[config.mk]
export PLATFORM = sky130hd
export DESIGN_NAME = green_shell_top
export DESIGN_NICKNAME = d
export VERILOG_FILES = /design/src/hw/shell_pkg.sv /design/src/hw/green_shell_top.sv /design/src/hw/local_mem_bridge.sv /design/src/hw/host_chan_mux.sv /design/src/hw/pipe_stage.sv
export SDC_FILE = /design/constraint.sdc
export NUM_CORES = 1
export LEC_CHECK = 0
export ABC_AREA = 1
export BUFFER_PORTS_ARGS = -buffer_cell sky130_fd_sc_hd__buf_2
export CORE_AREA = 4 4 245 247
export CTS_BUF_LIST = sky130_fd_sc_hd__clkbuf_8
export DETAILED_ROUTE_END_ITERATION = 16
export DIE_AREA = 0 0 249 251
export PLACE_DENSITY = 0.37
export SLEW_MARGIN = 0
export SYNTH_ARGS = -nofsm -noshare
export SYNTH_HDL_FRONTEND = slang
export SYNTH_SLANG_ARGS = --single-unit
[constraint.sdc]
create_clock -name Clk_100 -period 4.9 [get_ports Clk_100]
set_input_delay 0.735 -clock Clk_100 [delete_from_list [all_inputs] [get_ports Clk_100]]
set_output_delay 0.735 -clock Clk_100 [all_outputs]
set_load 0.02 [all_outputs]
[src/hw/shell_pkg.sv]
/*
 * Shared widths and bus types for the shell
 * Wishbone classic request and response, tagged upstream request
 * Avalon-MM memory request and response
 */
`default_nettype none

package shell_pkg;

   // ==================================================================
   // Widths
   // ==================================================================
   localparam int ADDR_W    = 32;
   localparam int DATA_W    = 32;
   localparam int SEL_W     = DATA_W / 8;
   localparam int MAX_PORTS = 8;

   // Instance number carried upstream
   typedef logic [$clog2(MAX_PORTS)-1:0] port_tag_t;

   // ==================================================================
   // Host channel, Wishbone classic
   // ==================================================================
   typedef struct packed {
      logic              cyc;
      logic              stb;
      logic              we;
      logic [ADDR_W-1:0] adr;
      logic [DATA_W-1:0] dat;
      logic [SEL_W-1:0]  sel;
   } wb_req_t;

   typedef struct packed {
      logic              ack;
      logic [DATA_W-1:0] dat;
   } wb_rsp_t;

   // Request plus the tag of the port that issued it
   typedef struct packed {
      wb_req_t   req;
      port_tag_t tag;
   } host_req_t;

   // ==================================================================
   // Local memory, Avalon-MM
   // ==================================================================
   typedef struct packed {
      logic              read;
      logic              write;
      logic [ADDR_W-1:0] address;
      logic [DATA_W-1:0] writedata;
      logic [SEL_W-1:0]  byteenable;
   } avmm_req_t;

   typedef struct packed {
      logic              waitrequest;
      logic              readdatavalid;
      logic [DATA_W-1:0] readdata;
   } avmm_rsp_t;

endpackage

`default_nettype wire
[src/hw/green_shell_top.sv]
/*
 * Shell top level
 * Host channel multiplexer and local memory bridge
 */
`timescale 1ns/1ps
`default_nettype none

module green_shell_top
#(
   parameter int NUM_PORTS           = 3,
   parameter int INSTANCE_BASE       = 1,
   parameter int READDATA_PIPE_DEPTH = 2
)
(
   input  logic                 Clk_100,
   input  logic                 reset,

   // Requester ports
   input  shell_pkg::wb_req_t   port_req [NUM_PORTS],
   output shell_pkg::wb_rsp_t   port_rsp [NUM_PORTS],

   // Upstream host channel
   output shell_pkg::host_req_t host_req,
   input  shell_pkg::wb_rsp_t   host_rsp,

   // Local memory, accelerator side
   input  shell_pkg::avmm_req_t lm_afu_req,
   output shell_pkg::avmm_rsp_t lm_afu_rsp,

   // Local memory, bank side
   output shell_pkg::avmm_req_t lm_mem_req,
   input  shell_pkg::avmm_rsp_t lm_mem_rsp
);

   // ==================================================================
   // Host channel
   // ==================================================================
   host_chan_mux
   #(
      .NUM_PORTS     (NUM_PORTS),
      .INSTANCE_BASE (INSTANCE_BASE)
   )
   host_mux
   (
      .Clk_100  (Clk_100),
      .reset    (reset),
      .port_req (port_req),
      .port_rsp (port_rsp),
      .host_req (host_req),
      .host_rsp (host_rsp)
   );

   // ==================================================================
   // Local memory bank
   // ==================================================================
   local_mem_bridge
   #(
      .READDATA_PIPE_DEPTH (READDATA_PIPE_DEPTH)
   )
   mem_bridge
   (
      .Clk_100    (Clk_100),
      .reset      (reset),
      .lm_afu_req (lm_afu_req),
      .lm_afu_rsp (lm_afu_rsp),
      .lm_mem_req (lm_mem_req),
      .lm_mem_rsp (lm_mem_rsp)
   );

endmodule

`default_nettype wire

[src/hw/local_mem_bridge.sv]
/*
 * Local memory bridge on an Avalon-MM bank
 * Held request stage under waitrequest and a fixed-depth
 * read-data pipeline
 */
`timescale 1ns/1ps
`default_nettype none

module local_mem_bridge
#(
   parameter int READDATA_PIPE_DEPTH = 2
)
(
   input  logic                 Clk_100,
   input  logic                 reset,

   // Accelerator side
   input  shell_pkg::avmm_req_t lm_afu_req,
   output shell_pkg::avmm_rsp_t lm_afu_rsp,

   // Memory bank side
   output shell_pkg::avmm_req_t lm_mem_req,
   input  shell_pkg::avmm_rsp_t lm_mem_rsp
);

   import shell_pkg::*;

   typedef logic [DATA_W-1:0] data_word_t;

   // Request stage
   logic       afu_req_valid;
   logic       req_hold;
   logic       req_valid;
   avmm_req_t  req_q;

   // Read-data chain, index 0 is the memory side
   logic       rd_valid [READDATA_PIPE_DEPTH+1];
   data_word_t rd_data  [READDATA_PIPE_DEPTH+1];

   // ==================================================================
   // Request path
   // ==================================================================
   assign afu_req_valid = lm_afu_req.read | lm_afu_req.write;

   // Stage is stuck while its request has not been taken by the bank
   assign req_hold = req_valid & lm_mem_rsp.waitrequest;

   pipe_stage
   #(
      .payload_t (avmm_req_t)
   )
   req_stage
   (
      .Clk_100   (Clk_100),
      .reset     (reset),
      .in_valid  (afu_req_valid),
      .in_data   (lm_afu_req),
      .hold      (req_hold),
      .out_valid (req_valid),
      .out_data  (req_q)
   );

   // Strobes come from occupancy, stale payload is never issued
   always_comb
   begin
      lm_mem_req       = req_q;
      lm_mem_req.read  = req_q.read & req_valid;
      lm_mem_req.write = req_q.write & req_valid;
   end

   // ==================================================================
   // Read-data path
   // ==================================================================
   assign rd_valid[0] = lm_mem_rsp.readdatavalid;
   assign rd_data[0]  = lm_mem_rsp.readdata;

   // Plain shift chain, one beat in flight per stage
   for (genvar s = 0; s < READDATA_PIPE_DEPTH; s++)
   begin : g_rd_pipe
      pipe_stage
      #(
         .payload_t (data_word_t)
      )
      rd_stage
      (
         .Clk_100   (Clk_100),
         .reset     (reset),
         .in_valid  (rd_valid[s]),
         .in_data   (rd_data[s]),
         .hold      (1'b0),
         .out_valid (rd_valid[s+1]),
         .out_data  (rd_data[s+1])
      );
   end

   always_comb
   begin
      lm_afu_rsp.waitrequest   = req_hold;
      lm_afu_rsp.readdatavalid = rd_valid[READDATA_PIPE_DEPTH];
      lm_afu_rsp.readdata      = rd_data[READDATA_PIPE_DEPTH];
   end

endmodule

`default_nettype wire

[src/hw/host_chan_mux.sv]
/*
 * Host channel multiplexer
 * Round-robin arbiter over Wishbone classic requester ports,
 * tagged upstream request register and ack routing
 */
`timescale 1ns/1ps
`default_nettype none

module host_chan_mux
#(
   parameter int NUM_PORTS     = 3,
   parameter int INSTANCE_BASE = 1
)
(
   input  logic                 Clk_100,
   input  logic                 reset,

   // Requester side
   input  shell_pkg::wb_req_t   port_req [NUM_PORTS],
   output shell_pkg::wb_rsp_t   port_rsp [NUM_PORTS],

   // Upstream host channel
   output shell_pkg::host_req_t host_req,
   input  shell_pkg::wb_rsp_t   host_rsp
);

   import shell_pkg::*;

   localparam int PORT_W = (NUM_PORTS > 1) ? $clog2(NUM_PORTS) : 1;

   // Arbiter state
   logic              busy;
   logic [PORT_W-1:0] rr_ptr;
   logic [PORT_W-1:0] grant_idx;

   // Winner of the current search
   logic              pick_valid;
   logic [PORT_W-1:0] pick_idx;
   logic [PORT_W-1:0] next_ptr;

   host_req_t         host_req_q;

   // ==================================================================
   // Round-robin search
   // ==================================================================

   // rr_ptr holds the port searched first, one past the last winner
   always_comb
   begin
      int cand;

      pick_valid = 1'b0;
      pick_idx   = '0;
      for (int i = 0; i < NUM_PORTS; i++)
      begin
         cand = int'(rr_ptr) + i;
         if (cand >= NUM_PORTS)
            cand = cand - NUM_PORTS;
         if (!pick_valid && port_req[cand].cyc && port_req[cand].stb)
         begin
            pick_valid = 1'b1;
            pick_idx   = PORT_W'(cand);
         end
      end
   end

   assign next_ptr = (pick_idx == PORT_W'(NUM_PORTS - 1)) ? '0 : pick_idx + 1'b1;

   // ==================================================================
   // Grant and release
   // ==================================================================
   always_ff @(posedge Clk_100)
   begin
      if (reset)
      begin
         busy      <= 1'b0;
         rr_ptr    <= '0;
         grant_idx <= '0;
      end
      else if (!busy)
      begin
         if (pick_valid)
         begin
            busy      <= 1'b1;
            grant_idx <= pick_idx;
            rr_ptr    <= next_ptr;
         end
      end
      else if (host_rsp.ack)
      begin
         // Released on the edge after ack, one idle cycle follows
         busy <= 1'b0;
      end
   end

   // Captured once at grant, the master holds its fields until ack
   always_ff @(posedge Clk_100)
   begin
      if (!busy && pick_valid)
      begin
         host_req_q.req <= port_req[pick_idx];
         host_req_q.tag <= port_tag_t'(INSTANCE_BASE + int'(pick_idx));
      end
   end

   // Strobes follow the grant so the request drops right after ack
   always_comb
   begin
      host_req         = host_req_q;
      host_req.req.cyc = busy;
      host_req.req.stb = busy;
   end

   // ==================================================================
   // Response routing
   // ==================================================================

   // Only the granted port sees ack and data, the others stay quiet
   always_comb
   begin
      for (int p = 0; p < NUM_PORTS; p++)
      begin
         port_rsp[p].ack = 1'b0;
         port_rsp[p].dat = '0;
         if (busy && (grant_idx == PORT_W'(p)))
         begin
            port_rsp[p].ack = host_rsp.ack;
            port_rsp[p].dat = host_rsp.dat;
         end
      end
   end

endmodule

`default_nettype wire

[src/hw/pipe_stage.sv]
/*
 * Register slice for any payload type, with valid and hold
 */
`timescale 1ns/1ps
`default_nettype none

module pipe_stage
#(
   parameter type payload_t = logic
)
(
   input  logic     Clk_100,
   input  logic     reset,

   input  logic     in_valid,
   input  payload_t in_data,

   // Keeps the current content while high
   input  logic     hold,

   output logic     out_valid,
   output payload_t out_data
);

   // Occupancy
   always_ff @(posedge Clk_100)
   begin
      if (reset)
         out_valid <= 1'b0;
      else if (!hold)
         out_valid <= in_valid;
   end

   // Payload, only loaded with a valid word
   always_ff @(posedge Clk_100)
   begin
      if (!hold && in_valid)
         out_data <= in_data;
   end

endmodule

`default_nettype wire

==> results_dict.tcl, run 1 <==
set metrics [dict create \
    first_pass_iters 5 \
    synth.distinct_cells 23 \
    netlist_area_mm2 0.0100 \
    slowest_delay_ns 1.00 \
    root_buffer "clkbuf_8" \
    grt_usage_pct 11.9 \
    placed_cell_area_mm2 0.0134 \
    status "finished, final reports clean" \
    io_pins 629 \
    setup-tns-final_ns 0 \
    cts-resized-gates 0 \
    cts_tree "built" \
    power_density_mw_per_mm2 555 \
    core_mm2 0.0576 \
    routed_wirelength_mm 39.6 \
    path_max_fanout 33 \
    nets 1946 \
    cts_buffer_depth 3 \
    synth_edf_count 206 \
    routedWlPerCell_um 16.5 \
    rsz0062_at_grt "no" \
    end_kind "output port" \
    layout_commonest_cell "buf_2" \
    rows 88 \
    portBuffers 628 \
    ys.flop_type "edfxtp_1" \
    die_w_um 249 \
    skew_ns 0.0280 \
    seq_area_mm2 0.00635 \
    mappedNetlistNets 1382 \
    grt_max_degree 75 \
    worstSkewPairLatency_ns 0.57 \
    ir_drop_uv 422 \
    synth_seq_area_share_pct 63.2 \
    cp_slowest_cell "nand3_1" \
    drt_iter0_markers 477 \
    period_needed_ns 3.47 \
    leakage_nw 7.44 \
    drc_errors 0 \
    clk_pin_slew_ns 0.06 \
    fin_area_mm2 0.0142 \
    max_slew_margin_pct 8.25 \
    min_period_over_period_pct 70.9 \
    place.gp.congestion 0.822 \
    ys_warn_count 0 \
    layout.cells.non_filler 2391 \
    syn_to_final_growth_pct 41.4 \
    worstMarginPinSlew_ns 1.37 \
    crit_chain "nand3_1 -> nor2_1 -> buf_2" \
    critPathArrivalTime_ns 2.74 \
    cts_made_buffers 42 \
    fill_cells 6379 \
    syn_area_per_cell_um2 9.78 \
    hold-worst-slack_ns 0.344 \
    synth_seq_cells 214 \
    rrSetupSlack_ns 1.85 \
    clock_sinks 214 \
    synth_area_leaders "edfxtp_1 62%, nand2_1 8.4%, nand3_1 7.2%" \
    multi_input_area_mm2 0.00219 \
    grt_antenna_before_repair 8 \
    post_cts_buffers 0 \
    fp.dieH_um 251 \
    initial_core_util_pct 17.4 \
    gr-total-overflow 0 \
    path_buf_inv 1 \
    detail_route.vias_per_cell 3.75 \
    slew_violations 0 \
    drive_gt1_share_pct 43.3 \
    synth.largest_area_cell "edfxtp_1" \
    cts_hold_buffers 0 \
    via_count 8955 \
    critPathKind "flop to output port" \
    final_cell_mix "628 x buf_2, 225 x nand2_1, 208 x inv_1" \
    hold_path_class "input port to flop" \
    cp.required_ns 4.16 \
    setup_viol 0 \
    grt_pass1_vias 9321 \
    synthCells 1026 \
    worstSetupStartpointType "flop" \
    maxCapViolations 0 \
    final_hold_viol_count 0 \
    die_area_mm2 0.0625 \
    grt_pass1_wl_mm 57.0 \
    synth.top_cell.area_share_pct 61.7 \
    cts_max_level 2 \
    placedCellCount 2311 \
    postRouteAntennaNets 0 \
    cp_top_family "simple AND/OR/NAND/NOR gates" \
    post-dp-hpwl_mm 30.2 \
    async_flop_share_pct 0 \
    fmax_mhz 288 \
]
[registers in the layout, summed over array words and instances (netlist names)]
register	flops
host_mux.rr_ptr	2
host_mux.busy	1
mem_bridge.g_rd_pipe.rd_stage.out_valid	2
mem_bridge.req_stage.out_data	70
mem_bridge.g_rd_pipe.rd_stage.out_data	64
host_mux.host_req	72
mem_bridge.req_stage.out_valid	1
host_mux.grant_idx	2
[worst paths after layout]
check / from / to / depth (start not counted)
hold / removal: lm_afu_req[44] / mem_bridge.req_stage.out_data[44] / 1
setup reg to reg: host_mux.rr_ptr[0] / host_mux.host_req[10] / 11
setup / recovery: host_mux.busy / port_rsp[8] / 3
hold reg to reg: mem_bridge.g_rd_pipe[0].rd_stage.out_data[12] / mem_bridge.g_rd_pipe[1].rd_stage.out_data[12] / 0
[logic make-up (layout without fill, tap and decap cells)]
| logic type | Yosys count | after routing | synth area share, % |
|---|---|---|---|
| and+or+nand+nor | 484 | 484 | 20.4 |
| other | 1 | 4 | 0.0374 |
| adders and majority gates | 4 | 4 | 0.499 |
| buffers and inverters | 311 | 908 | 15.2 |
| DFF | 214 | 214 | 63.2 |
| AOI/OAI and AO/OA | 12 | 12 | 0.623 |
[cell usage after synthesis, types with 3 or more instances]
master,instances
buf_2,23
edfxtp_1,206
ha_1,4
nand2_1,225
a21oi_1,6
buf_4,81
inv_1,191
o21ai_0,3
nor2_1,106
dfxtp_1,8
inv_2,4
nand3_1,145
buf_6,3
clkbuf_1,9
[layout make-up]
| type | count | area share (%) |
|---|---|---|
| repair buffers | 636 | 22.6 |
| clock buffers | 43 | 4.17 |
| well taps | 765 | 6.75 |
| clock inverters | 34 | 1.15 |
| diodes | 3 | 0.0529 |
| multi-input cells | 501 | 15.4 |
| flip-flops and latches | 214 | 44.7 |
| inverters | 195 | 5.17 |
[report_power, final]
group          leakage, nW  switching, mW  total, mW  internal (mW)
sequential            2.08          0.144       2.90           2.76
combinational         4.91           2.42       3.35          0.928
clock                0.451          0.792       1.62          0.825
total                 7.44           3.36       7.87           4.51
[through the flow]
| step | util (%) | setup slack [ns] | total power [mW] |
|---|---|---|---|
| floorplan | - | 0.128 | 5.18 |
| global placement | 23.3 | 1.77 | 6.40 |
| detailed placement | 23.3 | 1.72 | 6.41 |
| CTS | 24.6 | 1.33 | 8.11 |
| global route | 24.6 | 1.17 | 8.50 |
| finish | 24.6 | 1.43 | 7.87 |
[routing by layer]
layer / global-route usage (%) / wire [um]
met1: 13.5 / 15400
met2: 21.0 / 19700
met3: 4.00 / 3430
met4: 3.86 / 988
met5: 0 / 57
[worst reg2reg max path: stages (launching register included)]
cell     delay (ns)
dfxtp_1        0.36
inv_1          0.07
ha_1           0.39
inv_2          0.07
nand3_1        0.08
nand2_1        0.13
a31oi_1        0.28
nand2_4        0.07
inv_2          0.80
buf_4          0.46
nand3_1        0.12
nand2_1        0.07
Power figures use the tool's default switching activity.
==> run 2: changes to the inputs <==
--- a/config.mk
+++ b/config.mk
@@ -7,11 +7,11 @@
 export LEC_CHECK = 0
 export ABC_AREA = 1
 export BUFFER_PORTS_ARGS = -buffer_cell sky130_fd_sc_hd__buf_2
-export CORE_AREA = 4 4 245 247
+export CORE_AREA = 4 4 241 243
 export CTS_BUF_LIST = sky130_fd_sc_hd__clkbuf_8
 export DETAILED_ROUTE_END_ITERATION = 16
-export DIE_AREA = 0 0 249 251
-export PLACE_DENSITY = 0.37
+export DIE_AREA = 0 0 245 247
+export PLACE_DENSITY = 0.36
 export SLEW_MARGIN = 0
 export SYNTH_ARGS = -nofsm -noshare
 export SYNTH_HDL_FRONTEND = slang
==> constraint.sdc (replaced) <==
create_clock -name Clk_100 -period 3.25 [get_ports Clk_100]
set_input_delay 0.4875 -clock Clk_100 [delete_from_list [all_inputs] [get_ports Clk_100]]
set_output_delay 0.4875 -clock Clk_100 [all_outputs]
set_load 0.02 [all_outputs]
==> run 2 against run 1 <==
Worst hold slack got worse by 0.26 ns. Flip-flop and latch count did not move. Largest power group unchanged. Routed wire length rose by 1.2%. Highest routed layer unchanged.
==> results_dict.tcl, run 2 (same netlist as run 1, synthesis figures left out) <==
set metrics [dict create \
    post-dp-hpwl_mm 30.9 \
    syn_to_final_growth_pct 44.1 \
    grt_antenna_before_repair 13 \
    postRouteAntennaNets 0 \
    grt_pass1_vias 9121 \
    grt_pass1_wl_mm 56.6 \
    grt_usage_pct 12.4 \
    fin_area_mm2 0.0145 \
    gr-total-overflow 0 \
    drt_iter0_markers 451 \
    critPathArrivalTime_ns 3.32 \
    setup_viol 0 \
    clock_sinks 214 \
    detail_route.vias_per_cell 3.74 \
    io_pins 629 \
    fmax_mhz 350 \
    cp.required_ns 3.71 \
    first_pass_iters 5 \
    min-delay-start "lm_afu_req[47]" \
    die_w_um 245 \
    cts_made_buffers 43 \
    status "finished, final reports clean" \
    die_area_mm2 0.0605 \
    worstSkewPairLatency_ns 0.59 \
    grt_max_degree 71 \
    drc_errors 0 \
    largest_register_ffs 72 \
    fp.dieH_um 247 \
    holdPathStages 1 \
    post_cts_buffers 0 \
    place.gp.congestion 0.798 \
    skew_ns 0.0207 \
    fill_cells 6254 \
    reg2reg_depth 11 \
    routedWlPerCell_um 16.7 \
    placedCellCount 2309 \
    leakage_nw 7.56 \
    core_mm2 0.0560 \
    fin_ws_ns 0.394 \
    maxCapViolations 0 \
    root_buffer "clkbuf_8" \
    pre_cts_ws_ns 0.397 \
    layout.cells.non_filler 2403 \
    reg2reg_from "host_mux.rr_ptr[0]" \
    routed_wirelength_mm 40.1 \
    cts_buffer_depth 3 \
    rrSetupSlack_ns 0.39 \
    hold_path_class "input port to flop" \
    path_max_fanout 53 \
    holdPathEnd "mem_bridge.req_stage.out_data[47]" \
    timing.rr.end "host_mux.host_req[55]" \
    final_hold_viol_count 0 \
    period_needed_ns 2.86 \
    via_count 8992 \
    setup-tns-final_ns 0 \
    worstSetupStartpointType "flop" \
    worstMarginPinSlew_ns 1.11 \
    layout_commonest_cell "buf_2" \
    cts_tree "built" \
    critPathKind "flop to flop" \
    rsz0062_at_grt "no" \
    portBuffers 628 \
    slew_violations 0 \
    clk_pin_slew_ns 0.06 \
    power_density_mw_per_mm2 842 \
    cts_max_level 2 \
    nets 1968 \
    ir_drop_uv 390 \
    drive_gt1_share_pct 43.2 \
    power_mw 12.2 \
    rows 87 \
    initial_core_util_pct 17.9 \
    placed_cell_area_mm2 0.0135 \
    max_slew_margin_pct 25.9 \
    final_cell_mix "628 x buf_2, 225 x nand2_1, 206 x inv_1, 206 x edfxtp_1, 145 x nand3_1" \
    end_kind "flop" \
    min_period_over_period_pct 87.9 \
]
-- run 2: worst max-delay path: stages (launching register included) --
cell and delay (ns):
dfxtp_1 0.35, inv_1 0.07, ha_1 0.37, inv_2 0.06, nand3_1 0.09, nand2_1 0.13, a31oi_1 0.26, nand2_4 0.07
inv_2 0.79, buf_4 0.33, nand3_1 0.10, nand2_1 0.06
-- run 2: worst max-delay path by stage --
stage                  startpoint                    end  slack, ns  depth (start not counted)
2_1_floorplan  host_mux.rr_ptr[0]     host_mux.rr_ptr[0]       0.04                         12
3_3_place_gp   host_mux.rr_ptr[0]  host_mux.host_req[70]       0.39                         11
3_5_place_dp   host_mux.rr_ptr[0]  host_mux.host_req[55]       0.40                         11
4_1_cts        host_mux.rr_ptr[0]  host_mux.host_req[63]       0.35                         11
5_1_grt        host_mux.rr_ptr[0]  host_mux.host_req[63]       0.16                         11
6_report       host_mux.rr_ptr[0]  host_mux.host_req[55]       0.39                         11
-- run 2: routing by layer --
metal	part of all wire, %	global-route usage, %
met1	40	14.9
met3	10	4.96
met4	2.4	4.11
met2	47	20.2
met5	0.13	0
-- run 2: through the flow --
stage          utilization, %  hold slack [ns]
2_1_floorplan               -            0.400
3_5_place_dp             24.2            0.406
4_1_cts                  25.8         0.000265
6_report                 25.8           0.0817
3_3_place_gp             24.2            0.401
5_1_grt                  25.8           0.0141
-- run 2: report_power, final --
part,internal [mW],switching (mW)
Sequential,4.14,0.210
Clock,1.32,1.21
Combinational,1.52,3.77
-- run 2: timing repair --
action,in CTS,in global routing
resized for setup,0,0
hold buffers,14,0
hold endpoints to repair,14,0
-- run 2: cell type report --
cell class / count / area (um2) / area share, %
sequential: 214 / 6350 / 43.9
timing repair buffer: 657 / 3460 / 23.9
multi-input combinational: 501 / 2190 / 15.1
tap: 756 / 946 / 6.54
inverter: 195 / 733 / 5.07
clock buffer: 43 / 592 / 4.09
clock inverter: 30 / 176 / 1.22
antenna: 7 / 17.5 / 0.121
